--- config.mk ---
export PLATFORM = sky130hd
export DESIGN_NAME = hqm_rob
export DESIGN_NICKNAME = d
export VERILOG_FILES = /design/src/verilog/hqm_rob_hcw_pkg.sv /design/src/verilog/hqm_rob_state_pkg.sv /design/src/verilog/hqm_rob_pp_map.sv /design/src/verilog/hqm_rob_state.sv /design/src/verilog/hqm_rob_ctrl.sv /design/src/verilog/hqm_rob_mem.sv /design/src/verilog/hqm_rob.sv
export VERILOG_INCLUDE_DIRS = /design/src /design/src/verilog
export SDC_FILE = /design/constraint.sdc
export NUM_CORES = 2
export LEC_CHECK = 0
export BUFFER_PORTS_ARGS = -buffer_cell sky130_fd_sc_hd__buf_4
export CAP_MARGIN = 15
export CORE_ASPECT_RATIO = 1.75
export CORE_MARGIN = 1
export CORE_UTILIZATION = 60
export CTS_BUF_LIST = sky130_fd_sc_hd__clkbuf_8 sky130_fd_sc_hd__clkbuf_16
export DETAILED_ROUTE_END_ITERATION = 6
export GPL_ROUTABILITY_DRIVEN = 0
export PLACE_DENSITY_LB_ADDON = 0.15
export SYNTH_ARGS = -nofsm -noshare
export SYNTH_HDL_FRONTEND = slang
export SYNTH_MEMORY_MAX_BITS = 65536
export SYNTH_SLANG_ARGS = --single-unit
--- constraint.sdc ---
create_clock -name hqm_gated_clk -period 17.35 [get_ports hqm_gated_clk]
set_input_delay 2.6025 -clock hqm_gated_clk [delete_from_list [all_inputs] [get_ports hqm_gated_clk]]
set_output_delay 2.6025 -clock hqm_gated_clk [all_outputs]
set_load 0.01 [all_outputs]
--- src/verilog/hqm_rob_macros.svh ---
//--------------------------------------------------------------------
// Reorder buffer sizes
// PP counts, CL window and payload width shared by all blocks
//--------------------------------------------------------------------

`ifndef HQM_ROB_MACROS_SVH
`define HQM_ROB_MACROS_SVH

// Producer ports
`define HQM_ROB_NUM_DIR_PP  4                       // Directed PPs
`define HQM_ROB_NUM_LDB_PP  4                       // Load-balanced PPs
`define HQM_ROB_NUM_PPS     8                       // Directed plus load-balanced
`define HQM_ROB_PPS_WIDTH   3                       // Buffer PP address width

// CL window per PP
`define HQM_ROB_NUM_CLS     4                       // CL slots per PP
`define HQM_ROB_CLS_WIDTH   2                       // CL slot index width

`define HQM_ROB_VPP_WIDTH   2                       // Virtual PP number width
`define HQM_ROB_HCW_WIDTH   32                      // HCW payload width

`endif

--- src/verilog/hqm_rob_hcw_pkg.sv ---
//--------------------------------------------------------------------
// HCW types on the reorder buffer ports
// Input form carries CL fields, output and stored form does not
//--------------------------------------------------------------------

`include "hqm_rob_macros.svh"

package hqm_rob_hcw_pkg;

  // Input HCW as written by the producer port
  typedef struct packed {
    logic [`HQM_ROB_HCW_WIDTH-1:0] payload;         // HCW payload
    logic                          is_ldb;          // Load-balanced port
    logic [`HQM_ROB_VPP_WIDTH-1:0] vpp;             // Virtual PP
    logic [3:0]                    cl;              // Full CL number
    logic [1:0]                    cli;             // HCW index within CL
    logic                          cl_last;         // Last HCW of this CL
    logic                          port_parity;     // Parity over port fields
  } enq_in_t;

  // Output HCW, also the memory word
  typedef struct packed {
    logic [`HQM_ROB_HCW_WIDTH-1:0] payload;
    logic                          is_ldb;
    logic [`HQM_ROB_VPP_WIDTH-1:0] vpp;
    logic                          port_parity;     // Folded with stripped CL bits
  } enq_out_t;

endpackage

--- src/verilog/hqm_rob_state_pkg.sv ---
//--------------------------------------------------------------------
// Reorder buffer state types
// Memory address views, memory request and error report
//--------------------------------------------------------------------

`include "hqm_rob_macros.svh"

package hqm_rob_state_pkg;

  // Memory address, PPs stacked above CLs stacked above HCW index
  typedef union packed {
    logic [`HQM_ROB_PPS_WIDTH+`HQM_ROB_CLS_WIDTH+1:0] idx;   // Flat word index
    struct packed {
      logic [`HQM_ROB_PPS_WIDTH-1:0] pp;
      logic [`HQM_ROB_CLS_WIDTH-1:0] cl;
      logic [1:0]                    cli;
    } f;                                                    // Field view
  } rob_addr_u;

  // Single-port memory request
  typedef struct packed {
    logic                       re;
    logic                       we;
    rob_addr_u                  addr;
    hqm_rob_hcw_pkg::enq_out_t  wdata;
  } mem_req_t;

  typedef logic [2:0] vcnt_t;                       // 0 to 4 HCWs held per CL

  // Error report
  typedef struct packed {
    logic                          strobe;          // Duplicate write pulse
    logic [`HQM_ROB_PPS_WIDTH-1:0] pp;              // Offending PP address
  } rob_err_t;

endpackage

--- src/verilog/hqm_rob_pp_map.sv ---
//--------------------------------------------------------------------
// Reorder buffer PP map
// Finds the buffer PP, CL slot and enable, strips the CL fields
//--------------------------------------------------------------------

`timescale 1ns/10ps

`include "hqm_rob_macros.svh"

module hqm_rob_pp_map (
  input  hqm_rob_hcw_pkg::enq_in_t          enq_in,
  input  logic [`HQM_ROB_NUM_DIR_PP-1:0]    cfg_dir_pp_rob_v,   // Per directed PP enable
  input  logic [`HQM_ROB_NUM_LDB_PP-1:0]    cfg_ldb_pp_rob_v,   // Per load-balanced PP enable
  output logic [`HQM_ROB_PPS_WIDTH-1:0]     pp_addr,
  output logic [`HQM_ROB_CLS_WIDTH-1:0]     cl,
  output logic                              reorder_en,
  output hqm_rob_hcw_pkg::enq_out_t         hcw_out
);

  logic cfg_bit;                                    // Enable bit of this PP
  logic in_window;                                  // CL falls inside the buffer

  // Load-balanced PPs sit above the directed ones
  assign pp_addr = `HQM_ROB_PPS_WIDTH'(enq_in.vpp) +
                   (enq_in.is_ldb ? `HQM_ROB_PPS_WIDTH'(`HQM_ROB_NUM_DIR_PP)
                                  : `HQM_ROB_PPS_WIDTH'(0));

  assign cl = enq_in.cl[`HQM_ROB_CLS_WIDTH-1:0];    // Slot within the window

  assign cfg_bit   = enq_in.is_ldb ? cfg_ldb_pp_rob_v[enq_in.vpp]
                                   : cfg_dir_pp_rob_v[enq_in.vpp];
  assign in_window = (enq_in.cl < 4'(`HQM_ROB_NUM_CLS));

  // CL numbers beyond the window always bypass
  assign reorder_en = cfg_bit & in_window;

  //------------------------------------------------------------------
  // Strip cl_last/cl/cli, keep parity consistent
  //------------------------------------------------------------------
  always_comb begin
    hcw_out.payload     = enq_in.payload;
    hcw_out.is_ldb      = enq_in.is_ldb;
    hcw_out.vpp         = enq_in.vpp;
    hcw_out.port_parity = ^{enq_in.port_parity, enq_in.cl_last, enq_in.cl, enq_in.cli};
  end

endmodule

--- src/verilog/hqm_rob_state.sv ---
//--------------------------------------------------------------------
// Reorder buffer state
// Valid counts per PP and CL, expected CL per PP, cleared by config
//--------------------------------------------------------------------

`timescale 1ns/10ps

`include "hqm_rob_macros.svh"

module hqm_rob_state (
  input  logic                              hqm_gated_clk,
  input  logic                              hqm_gated_rst_n,
  input  logic [`HQM_ROB_NUM_DIR_PP-1:0]    cfg_dir_pp_rob_v,
  input  logic [`HQM_ROB_NUM_LDB_PP-1:0]    cfg_ldb_pp_rob_v,
  input  logic [`HQM_ROB_PPS_WIDTH-1:0]     in_pp,          // Input HCW PP
  input  logic [`HQM_ROB_CLS_WIDTH-1:0]     in_cl,          // Input HCW CL slot
  input  logic [`HQM_ROB_PPS_WIDTH-1:0]     src_pp,         // PP being sourced
  output hqm_rob_state_pkg::vcnt_t          in_cnt,
  output logic [`HQM_ROB_CLS_WIDTH-1:0]     in_exp_cl,
  output logic [`HQM_ROB_CLS_WIDTH-1:0]     src_exp_cl,
  output hqm_rob_state_pkg::vcnt_t          src_cnt,
  output hqm_rob_state_pkg::vcnt_t          src_next_cnt,   // Count of CL after sourced one
  output hqm_rob_state_pkg::vcnt_t          in_next_cnt,    // Count of CL after input one
  input  logic                              inc,            // Input CL count up
  input  logic                              dec,            // Sourced CL count down
  input  logic                              clr_cl,         // Sourced CL emptied
  input  logic                              bump_in,        // Advance input PP pointer
  input  logic                              bump_src        // Advance sourced PP pointer
);

  hqm_rob_state_pkg::vcnt_t [`HQM_ROB_NUM_CLS-1:0] cnt_q [`HQM_ROB_NUM_PPS];
  logic [`HQM_ROB_CLS_WIDTH-1:0]   exp_q [`HQM_ROB_NUM_PPS];  // Next expected CL
  logic [`HQM_ROB_NUM_PPS-1:0]     pp_en;                     // Flat enable per PP
  logic [`HQM_ROB_CLS_WIDTH-1:0]   in_cl_p1;
  logic [`HQM_ROB_CLS_WIDTH-1:0]   src_cl_p1;

  assign pp_en = {cfg_ldb_pp_rob_v, cfg_dir_pp_rob_v};   // Directed PPs at the bottom

  // Slot indices wrap around the window
  assign in_cl_p1   = in_cl + `HQM_ROB_CLS_WIDTH'(1);
  assign src_cl_p1  = src_exp_cl + `HQM_ROB_CLS_WIDTH'(1);

  //------------------------------------------------------------------
  // Read views
  //------------------------------------------------------------------
  assign in_exp_cl    = exp_q[in_pp];
  assign src_exp_cl   = exp_q[src_pp];
  assign in_cnt       = cnt_q[in_pp][in_cl];
  assign in_next_cnt  = cnt_q[in_pp][in_cl_p1];
  assign src_cnt      = cnt_q[src_pp][src_exp_cl];
  assign src_next_cnt = cnt_q[src_pp][src_cl_p1];

  //------------------------------------------------------------------
  // Updates
  //------------------------------------------------------------------
  always_ff @(posedge hqm_gated_clk or negedge hqm_gated_rst_n) begin
    if (!hqm_gated_rst_n) begin
      for (int p = 0; p < `HQM_ROB_NUM_PPS; p++) begin
        cnt_q[p] <= '0;
        exp_q[p] <= '0;
      end
    end else begin
      if (inc) cnt_q[in_pp][in_cl] <= in_cnt + 3'd1;        // HCW stored
      if (dec) cnt_q[src_pp][src_exp_cl] <= src_cnt - 3'd1; // HCW sourced
      if (clr_cl) cnt_q[src_pp][src_exp_cl] <= '0;          // Last HCW sourced
      if (bump_in) exp_q[in_pp] <= in_cl_p1;
      if (bump_src) exp_q[src_pp] <= src_cl_p1;
      // Disabled PPs lose all saved state, wins over any update
      for (int p = 0; p < `HQM_ROB_NUM_PPS; p++) begin
        if (!pp_en[p]) begin
          cnt_q[p] <= '0;
          exp_q[p] <= '0;
        end
      end
    end
  end

endmodule

--- src/verilog/hqm_rob_ctrl.sv ---
//--------------------------------------------------------------------
// Reorder buffer control
// Bypass, buffer write or sourcing per cycle, stall and error report
//--------------------------------------------------------------------

`timescale 1ns/10ps

`include "hqm_rob_macros.svh"

module hqm_rob_ctrl (
  input  logic                              hqm_gated_clk,
  input  logic                              hqm_gated_rst_n,
  input  logic                              enq_in_v,
  output logic                              enq_in_ready,
  input  hqm_rob_hcw_pkg::enq_in_t          enq_in,
  input  logic                              enq_out_ready,
  output logic                              enq_out_v,
  output hqm_rob_hcw_pkg::enq_out_t         enq_out,
  input  logic [`HQM_ROB_PPS_WIDTH-1:0]     pp_addr,
  input  logic [`HQM_ROB_CLS_WIDTH-1:0]     cl,
  input  logic                              reorder_en,
  input  hqm_rob_hcw_pkg::enq_out_t         hcw_out,        // Stripped input HCW
  output logic [`HQM_ROB_PPS_WIDTH-1:0]     src_pp,
  input  hqm_rob_state_pkg::vcnt_t          in_cnt,
  input  logic [`HQM_ROB_CLS_WIDTH-1:0]     in_exp_cl,
  input  logic [`HQM_ROB_CLS_WIDTH-1:0]     src_exp_cl,
  input  hqm_rob_state_pkg::vcnt_t          src_cnt,
  input  hqm_rob_state_pkg::vcnt_t          src_next_cnt,
  input  hqm_rob_state_pkg::vcnt_t          in_next_cnt,
  output logic                              inc,
  output logic                              dec,
  output logic                              clr_cl,
  output logic                              bump_in,
  output logic                              bump_src,
  output hqm_rob_state_pkg::mem_req_t       mem_req,
  input  hqm_rob_hcw_pkg::enq_out_t         mem_rdata,      // Read data, one cycle after re
  output hqm_rob_state_pkg::rob_err_t       err
);

  logic                            sourcing_q, sourcing_d;  // Buffer drives the output
  logic [`HQM_ROB_PPS_WIDTH-1:0]   src_pp_q, src_pp_d;
  logic [1:0]                      cli_q, cli_d;            // HCW index being sourced
  logic [`HQM_ROB_CLS_WIDTH-1:0]   cl_p1;
  logic [`HQM_ROB_CLS_WIDTH-1:0]   src_cl_p1;
  hqm_rob_state_pkg::rob_addr_u    addr;

  assign src_pp    = src_pp_q;
  assign cl_p1     = cl + `HQM_ROB_CLS_WIDTH'(1);
  assign src_cl_p1 = src_exp_cl + `HQM_ROB_CLS_WIDTH'(1);

  always_ff @(posedge hqm_gated_clk or negedge hqm_gated_rst_n) begin
    if (!hqm_gated_rst_n) begin
      sourcing_q <= 1'b0;
      src_pp_q   <= '0;
      cli_q      <= '0;
    end else begin
      sourcing_q <= sourcing_d;
      src_pp_q   <= src_pp_d;
      cli_q      <= cli_d;
    end
  end

  always_comb begin
    // Defaults, input HCW toward output and write port
    enq_in_ready  = 1'b1;
    enq_out_v     = 1'b0;
    enq_out       = hcw_out;
    {inc, dec, clr_cl, bump_in, bump_src} = '0;
    err.strobe    = 1'b0;
    err.pp        = pp_addr;
    addr.f.pp     = pp_addr;
    addr.f.cl     = cl;
    addr.f.cli    = enq_in.cli;
    mem_req.re    = 1'b0;
    mem_req.we    = 1'b0;
    mem_req.wdata = hcw_out;
    sourcing_d    = sourcing_q;
    src_pp_d      = src_pp_q;
    cli_d         = cli_q;

    //----------------------------------------------------------------
    // Sourcing from the buffer, input stalled
    //----------------------------------------------------------------
    if (sourcing_q) begin
      enq_in_ready = 1'b0;
      enq_out_v    = 1'b1;
      enq_out      = mem_rdata;
      addr.f.pp    = src_pp_q;
      if (enq_out_ready) begin                      // Otherwise hold everything
        if (src_cnt <= 3'd1) begin                  // Last stored HCW of this CL
          clr_cl   = 1'b1;
          bump_src = 1'b1;
          cli_d    = '0;
          if (src_next_cnt == '0) begin
            sourcing_d = 1'b0;                      // No consecutive CL held
          end else begin
            mem_req.re = 1'b1;                      // First HCW of next CL
            addr.f.cl  = src_cl_p1;
            addr.f.cli = 2'd0;
          end
        end else begin
          dec        = 1'b1;
          cli_d      = cli_q + 2'd1;
          mem_req.re = 1'b1;                        // Next HCW in this CL
          addr.f.cl  = src_exp_cl;
          addr.f.cli = cli_q + 2'd1;
        end
      end
    end

    //----------------------------------------------------------------
    // Input HCW
    //----------------------------------------------------------------
    else if (enq_in_v) begin
      if (!reorder_en || (cl == in_exp_cl)) begin   // Bypass
        enq_out_v    = 1'b1;
        enq_in_ready = enq_out_ready;
        if (reorder_en && enq_out_ready && enq_in.cl_last) begin
          bump_in = 1'b1;
          if (in_next_cnt != '0) begin              // Following CL already held
            sourcing_d = 1'b1;
            src_pp_d   = pp_addr;
            cli_d      = '0;
            mem_req.re = 1'b1;
            addr.f.cl  = cl_p1;
            addr.f.cli = 2'd0;
          end
        end
      end else if (in_cnt != {1'b0, enq_in.cli}) begin
        err.strobe = 1'b1;                          // Slot already held, HCW dropped
      end else begin
        inc        = 1'b1;
        mem_req.we = 1'b1;
      end
    end

    mem_req.addr = addr;
  end

endmodule

--- src/verilog/hqm_rob_mem.sv ---
//--------------------------------------------------------------------
// Reorder buffer storage
// Single-port HCW array with registered read data
//--------------------------------------------------------------------

`timescale 1ns/10ps

`include "hqm_rob_macros.svh"

module hqm_rob_mem (
  input  logic                              hqm_gated_clk,
  input  hqm_rob_state_pkg::mem_req_t       mem_req,
  output hqm_rob_hcw_pkg::enq_out_t         rdata
);

  // PPs x CLs x four HCWs
  hqm_rob_hcw_pkg::enq_out_t mem_q [`HQM_ROB_NUM_PPS*`HQM_ROB_NUM_CLS*4];

  always_ff @(posedge hqm_gated_clk) begin
    if (mem_req.we) begin
      mem_q[mem_req.addr.idx] <= mem_req.wdata;
    end
    if (mem_req.re) begin
      rdata <= mem_q[mem_req.addr.idx];             // Held while re is low
    end
  end

endmodule

--- src/verilog/hqm_rob.sv ---
//--------------------------------------------------------------------
// Reorder buffer top level
// Puts producer-port HCW CLs back into order
//--------------------------------------------------------------------

`timescale 1ns/10ps

`include "hqm_rob_macros.svh"

module hqm_rob (
  input  logic                              hqm_gated_clk,
  input  logic                              hqm_gated_rst_n,
  input  logic                              enq_in_v,
  input  hqm_rob_hcw_pkg::enq_in_t          enq_in,
  output logic                              enq_in_ready,
  output logic                              enq_out_v,
  output hqm_rob_hcw_pkg::enq_out_t         enq_out,
  input  logic                              enq_out_ready,
  input  logic [`HQM_ROB_NUM_DIR_PP-1:0]    cfg_dir_pp_rob_v,
  input  logic [`HQM_ROB_NUM_LDB_PP-1:0]    cfg_ldb_pp_rob_v,
  output hqm_rob_state_pkg::rob_err_t       err
);

  logic [`HQM_ROB_PPS_WIDTH-1:0]   pp_addr;
  logic [`HQM_ROB_CLS_WIDTH-1:0]   cl;
  logic                            reorder_en;
  hqm_rob_hcw_pkg::enq_out_t       hcw_out;
  logic [`HQM_ROB_PPS_WIDTH-1:0]   src_pp;
  hqm_rob_state_pkg::vcnt_t        in_cnt, src_cnt, src_next_cnt, in_next_cnt;
  logic [`HQM_ROB_CLS_WIDTH-1:0]   in_exp_cl, src_exp_cl;
  logic                            inc, dec, clr_cl, bump_in, bump_src;
  hqm_rob_state_pkg::mem_req_t     mem_req;
  hqm_rob_hcw_pkg::enq_out_t       mem_rdata;

  hqm_rob_pp_map u_pp_map (
    .enq_in, .cfg_dir_pp_rob_v, .cfg_ldb_pp_rob_v,
    .pp_addr, .cl, .reorder_en, .hcw_out
  );

  hqm_rob_state u_state (
    .hqm_gated_clk, .hqm_gated_rst_n, .cfg_dir_pp_rob_v, .cfg_ldb_pp_rob_v,
    .in_pp (pp_addr), .in_cl (cl), .src_pp,
    .in_cnt, .in_exp_cl, .src_exp_cl, .src_cnt, .src_next_cnt, .in_next_cnt,
    .inc, .dec, .clr_cl, .bump_in, .bump_src
  );

  hqm_rob_ctrl u_ctrl (
    .hqm_gated_clk, .hqm_gated_rst_n,
    .enq_in_v, .enq_in_ready, .enq_in, .enq_out_ready, .enq_out_v, .enq_out,
    .pp_addr, .cl, .reorder_en, .hcw_out, .src_pp,
    .in_cnt, .in_exp_cl, .src_exp_cl, .src_cnt, .src_next_cnt, .in_next_cnt,
    .inc, .dec, .clr_cl, .bump_in, .bump_src,
    .mem_req, .mem_rdata, .err
  );

  hqm_rob_mem u_mem (
    .hqm_gated_clk, .mem_req, .rdata (mem_rdata)
  );

endmodule

# Word-level counts from Yosys, hierarchy flattened
# Memories as Yosys holds them, arrays and structs flattened. A register that Yosys moved wholly into a read port is not among the register bits.
# Cells that the tools add are included.
[op_classes] n_mul=0 shift=0 n_mux=118 div=0 add_sub_neg=6 magnitude_cmp=13 bitwise_logic=6 reduce_logical=17 eq_ne=3
[op_table] op="two-way mux 96 bit" count=3
[op_table] op="bitwise mux 96 bit" count=2
[op_table] op="two-way mux 12 bit" count=14
[op_table] op="bitwise AND 96 bit" count=1
[op_table] op="NOT 96 bit" count=1
[op_table] op="binary-select mux 12 bit (select 3 bit)" count=2
[op_table] op="demux 12 bit (select 3 bit)" count=2
[op_table] op="two-way mux 2 bit" count=22
[op_table] op="two-way mux 1 bit" count=40
[op_table] op="two-way mux 36 bit" count=1
[op_table] op="bitwise mux 16 bit" count=2
[op_table] op="two-way mux 16 bit" count=2
[op_table] op="two-way mux 4 bit" count=8
[op_table] op="binary-select mux 3 bit (select 2 bit)" count=4
[op_table] op="two-way mux 3 bit" count=8
[op_table] op="less-than comparator 2 x 3 -> 1 bit, second input constant" count=5
[op_table] op="binary-select mux 2 bit (select 3 bit)" count=2
[op_table] op="demux 2 bit (select 3 bit)" count=2
[op_table] op="demux 3 bit (select 2 bit)" count=2
[op_table] op="AND reduction 5 bit" count=2
[op_table] op="greater-or-equal comparator 4 bit, second input constant" count=2
[op_table] op="less-than comparator 4 x 1 -> 1 bit, second input constant" count=2
[op_table] op="NOT 3 -> 4 bit" count=2
[op_table] op="nonzero test 2 bit" count=4
[op_table] op="other kinds (19)" count=28
[word_totals] ramBits=4608 mem_bits_ro=0 wordCells=207 mem_count=1 inputBits=55 latch_bits=0 output_inout_bits=42 reg_bits=118
[memory_table] name="u_mem.mem_q" depth=128 word_bits=36 rd=1 rd_clocked_by_memory_dff=1 wr=1 line_no="hqm_rob_mem.sv:17" rtl="hqm_rob_hcw_pkg::enq_out_t mem_q [`HQM_ROB_NUM_PPS*`HQM_ROB_NUM_CLS*4];"

# Longest topological paths before layout
[logic_depth] word_depth=19 mapped_depth=25 depth_no_buf=15

# Hierarchy
# A second synthesis with hierarchy kept.
[unflattened] hier_cells=11378 area_unflattened_um2=188236.8
[by_module_without_submodules] module="hqm_rob_mem" cells_each=10080 area_each_um2=176793.3 seq_area_each_um2=139453.7 instances=1
[by_module_without_submodules] module="hqm_rob_state" cells_each=1086 area_each_um2=9648.0 seq_area_each_um2=2802.7 instances=1
[by_module_without_submodules] module="hqm_rob_ctrl" cells_each=156 area_each_um2=1351.3 seq_area_each_um2=150.1 instances=1
[by_module_without_submodules] module="hqm_rob_pp_map" cells_each=56 area_each_um2=444.2 seq_area_each_um2=0.0 instances=1

# Worst setup path after synthesis
# Ideal clock, no wire load.
[synth_path] path_kind="in2out" start="input enq_in[4] (netlist name)" end="output enq_out[0] (netlist name)" t_arrival_ps=7962 setup_slack_ps=6785 path_stages=7 cell_sequence="buf_2 -> inv_1 -> ha_1 -> clkbuf_1 -> xor2_1 -> xnor2_1 -> mux2_2"
[synth_rtl] item="from (decl)" line_no="hqm_rob.sv:14" rtl="input hqm_rob_hcw_pkg::enq_in_t enq_in,"
[synth_rtl] item="to (decl)" line_no="hqm_rob.sv:17" rtl="output hqm_rob_hcw_pkg::enq_out_t enq_out,"

# Worst setup path in the final report
[layout_path] start="input enq_in[10] (netlist name)" end="register u_mem.rdata[27] (netlist name)"
[layout_between] elab_chain_len=14 word_cells_on_any_way=30 cone_classes="add/sub: 1; eq/ne: 1; mux: 21; bitwise: 2; reduce/logical: 5"
[layout_rtl] item="two-way mux 3 bit" line_no="hqm_rob_pp_map.sv:25" rtl="(enq_in.is_ldb ? `HQM_ROB_PPS_WIDTH'(`HQM_ROB_NUM_DIR_PP)"
[layout_rtl] item="adder 2 x 3 -> 3 bit (no source line)"
[layout_rtl] item="NOT 3 -> 4 bit (not written as such)" line_no="hqm_rob_state.sv:46, hqm_rob_state.sv:49"
[layout_rtl] item="binary-select mux 12 bit (select 3 bit)" line_no="hqm_rob_state.sv:49" rtl="assign in_next_cnt = cnt_q[in_pp][in_cl_p1];"
[layout_rtl] item="two-way mux 12 bit (not written as such) (2 in a row)" line_no="hqm_rob_state.sv:49"
[layout_rtl] item="binary-select mux 3 bit (select 2 bit)" line_no="hqm_rob_state.sv:49"
[layout_rtl] item="two-way mux 3 bit (not written as such)" line_no="hqm_rob_state.sv:49"
[layout_rtl] item="nonzero test 3 bit" line_no="hqm_rob_ctrl.sv:120" rtl="if (in_next_cnt != '0) begin"
[layout_rtl] item="two-way mux 4 bit or two-way mux 1 bit (tied branches)" line_no="hqm_rob_ctrl.sv:120"
[layout_rtl] item="two-way mux 4 bit or two-way mux 1 bit (tied branches)" line_no="hqm_rob_ctrl.sv:118" rtl="if (reorder_en && enq_out_ready && enq_in.cl_last) begin"
[layout_rtl] item="two-way mux 4 bit or two-way mux 1 bit (tied branches)" line_no="hqm_rob_ctrl.sv:115" rtl="if (!reorder_en || (cl == in_exp_cl)) begin"
[layout_rtl] item="two-way mux 4 bit or two-way mux 2 bit (tied branches)" line_no="hqm_rob_ctrl.sv:114" rtl="else if (enq_in_v) begin"
[layout_rtl] item="two-way mux 4 bit or two-way mux 1 bit (tied branches)" line_no="hqm_rob_ctrl.sv:84" rtl="if (sourcing_q) begin"
# Several ways; a longest one is shown, not always the timed one. The select of a mux whose other input is x is not followed.
# A chain may end at the register's enable or synchronous reset.

==> impl_results.rst <==
.. list-table::
   :header-rows: 1

   * - Metric
     - Value
   * - Number of buffers added on ports
     - 96
   * - Primary flip-flop cell chosen by synthesis mapping
     - sky130_fd_sc_hd__edfxtp_1
   * - Transition time of the tightest slew-check pin
     - 1.364 ns
   * - Placement-stage worst setup slack
     - 6.410 ns
   * - Core region area
     - 311600 µm²
   * - Via density per instance
     - 7.327
   * - Leading cell type in the layout, fill and taps excluded
     - sky130_fd_sc_hd__edfxtp_1
   * - Hold WC Path Type
     - flop to flop
   * - Chain of cells forming the critical path
     - buf_6 -> inv_1 -> a221o_1 -> a22oi_2 -> xnor2_1 -> nor4b_4 -> nand2_2 -> a211o_4 -> buf_4 -> nor2_4 -> buf_4 -> buf_4 -> buf_4 -> mux4_2 -> a22oi_1 -> a21oi_1 -> a2111oi_2 -> nand4_1
   * - Number of nets in the synthesized netlist
     - 11080
   * - RSZ-0062 raised after global routing
     - no
   * - Share of synthesized area occupied by flip-flops and latches
     - 75.64%
   * - Crit path max-delay cell type
     - sky130_fd_sc_hd__a2111oi_2
   * - Longest individual stage delay on the worst path
     - 0.84 ns
   * - Worst setup EP type
     - flop
   * - Setup Skew
     - 0.05685 ns
   * - Final critical path time including I/O delays and setup
     - 10.03 ns
   * - Worst Setup Start Kind
     - input pin
   * - Area post-placement
     - 195200 µm²
   * - Site Rows
     - 271
   * - Insertion delay of the later-clocked pin in the worst-skew pair
     - 0.98 ns
   * - Data required, critical path
     - 17.99 ns
   * - Global router's overall resource usage
     - 37.82%
   * - Post-Synthesis Cells
     - 11010
   * - Antenna violation net count after detailed routing
     - 0
   * - Number of buffers created by CTS
     - 400
   * - I/O pins
     - 97
   * - Outcome
     - complete, but fails checks
   * - CTS H-Tree Depth
     - 5
   * - Final count of pins violating max slew
     - 0
   * - HPWL reported at the end of detailed placement
     - 341800 µm
   * - Cell area after layout
     - 208100 µm²
   * - Initial standard-cell utilization of the core
     - 60.42%
   * - Critical path arrival
     - 10.67 ns
   * - DRC Markers
     - 34
   * - Violation count after the first detailed-routing iteration
     - 16710
   * - CP most frequent cell
     - sky130_fd_sc_hd__buf_4
   * - Layout Nets
     - 11130
   * - Slew Limit Headroom
     - 8.094%
   * - Worst path setup slack after routing
     - 7.324 ns
   * - Worst Hold Slack
     - 0.5561 ns
   * - Largest net degree at the start of global routing
     - 183
   * - First-pass GRT wire length
     - 835600 µm
   * - Clock tree buffer depth
     - 4
   * - PnR Total Power
     - 24.19 mW
   * - Wirelength per Cell
     - 38.76 µm
   * - Flip-flop and latch count after synthesis
     - 4762
   * - Fin. Hold Viols
     - 0
   * - Setup CP Type
     - input pin to flop
   * - Setup tns final
     - 0 ns
   * - TritonCTS clock tree
     - done
   * - Setup fix buffers added after clock tree synthesis
     - 0
   * - Synth async-reset ratio
     - 2.478%
   * - Post-Route Utilization
     - 66.79%
   * - Initial antenna violation count
     - 50
   * - DP Cell Count
     - 14750
   * - Number of maximum-capacitance constraint violations
     - 0
   * - Leakage power
     - 65.94 nW
   * - Clock tree sinks
     - 4762
   * - Tcrit/Tclk final
     - 57.79%
   * - Post-synthesis instance area
     - 188300 µm²
   * - Overall via count from detail_route
     - 113600
   * - Die extent in x
     - 425.5 µm
   * - Number of synthesized flops with an enable pin
     - 4644
   * - Crit path buf inv count
     - 6
   * - Clock tree root buffer cell
     - sky130_fd_sc_hd__clkbuf_16
   * - Die ar.
     - 316100 µm²
   * - Kind of cell adding the most delay to the critical path
     - buffers and inverters
   * - Violations in the final reports
     - design-rule violations
   * - Clock-pin slew on the worst setup and hold paths
     - 0.07 ns
   * - Final Instance Count excl. Fillers
     - 15510
   * - Pwr dens
     - 116.2 nW/µm²
   * - Mean cell area of the mapped netlist
     - 17.10 µm²
   * - Final wirelength
     - 601000 µm
   * - Initial DRT Pass Iterations
     - 7
   * - Vertical die dimension
     - 743.0 µm
   * - Max FO, Critical Path
     - 66
   * - Final setup fails
     - 0
   * - GR Overflow Total
     - 0
   * - Top library cells by usage in the layout, fill and taps aside
     - sky130_fd_sc_hd__edfxtp_1 (4644), sky130_fd_sc_hd__a21oi_1 (617), sky130_fd_sc_hd__inv_1 (494)
   * - Total of hold buffers inserted after clock tree synthesis
     - 0
   * - Proportion of layout cells with a drive suffix above 1
     - 16.94%
   * - Peak supply drop
     - 0.07572 mV
   * - Layout overhead on the synthesized area
     - 10.54%
   * - Number of different library cells in the post-synthesis netlist
     - 88
   * - Post-cts gate resize count
     - 0
   * - Vias in the first global route
     - 110600
   * - Achievable Freq
     - 99.74 MHz
   * - Yosys warns
     - 0
==> flip-flops by register name, indices dropped and copies added (netlist names) <==
register	count
u_ctrl.cli_q	2
u_ctrl.sourcing_q	1
u_ctrl.src_pp	3
u_mem.mem_q	4608
u_mem.rdata	36
u_state.cnt_q	96
u_state.exp_q	16
==> logic make-up after synthesis <==
| logic type | share of synthesized area, % |
|---|---|
| AO/OA/AOI/OAI | 11.00 |
| XOR/XNOR | 0.05583 |
| adder cells (fa/ha/maj) | 0.07974 |
| buffers and inverters | 2.821 |
| flip-flops | 75.64 |
| multiplexers | 7.247 |
| AND/OR/NAND/NOR | 3.159 |
==> final cells by class <==
class | count | area [µm²]
tap | 4095 | 5124
sequential | 4762 | 142400
timing repair buffer | 471 | 3902
fill | 20370 | 103500
multi-input combinational | 4999 | 42230
antenna | 20 | 50.05
inverter | 431 | 1618
clock buffer | 408 | 10210
clock inverter | 319 | 2579
==> power breakdown <==
| group | switching, mW | internal [mW] | leakage, nW | total, mW |
|---|---|---|---|---|
| clock network | 4.10 | 4.87 | 6.51 | 8.97 |
| logic | 1.83 | 0.710 | 16.1 | 2.54 |
| registers | 0.0138 | 12.7 | 43.4 | 12.7 |
==> layer usage <==
layer	vias to the layer above	GRT usage (%)	routed length [µm]
li1	44950	-	-
met1	58010	45.40	194300
met5	-	0	293
met3	2100	8.697	66460
met2	8498	60.37	288000
met4	40	27.14	51970
==> cell usage after synthesis, drive strengths merged, types with 76 or more instances <==
cell	number	share of area [%]
edfxtp	4644	74
nand4	76	0.25
o21ai	460	1.2
mux4	443	5.3
mux2	183	1.1
mux2i	157	0.84
nor2	279	0.56
o211ai	439	1.8
a22oi	188	0.75
or3	295	0.98
o2111ai	292	1.4
nor3	81	0.22
clkbuf	519	1.0
a211oi	107	0.43
inv	429	0.86
o221ai	220	1.0
dfrtp	118	1.6
a21oi	627	1.7
buf	301	0.93
o22ai	83	0.28
nand2	446	0.89
==> path summary, 6_finish.rpt <==
| kind | from | to | slack, ns | cells after the start |
|---|---|---|---|---|
| hold reg to reg | u_ctrl.cli_q[1] | u_ctrl.cli_q[1] | 0.56 | 1 |
| setup / recovery | enq_in[10] | u_mem.rdata[27] | 7.32 | 18 |
| max in group asynchronous | hqm_gated_rst_n | u_state.cnt_q[77] | 14.17 | 2 |
| setup reg to reg | u_ctrl.src_pp[0] | u_mem.rdata[27] | 7.50 | 16 |
| min in group asynchronous | hqm_gated_rst_n | u_state.exp_q[10] | 1.74 | 1 |
| hold / removal | u_ctrl.cli_q[1] | u_ctrl.cli_q[1] | 0.56 | 1 |
No activity file was read; power rests on OpenSTA's default activity.
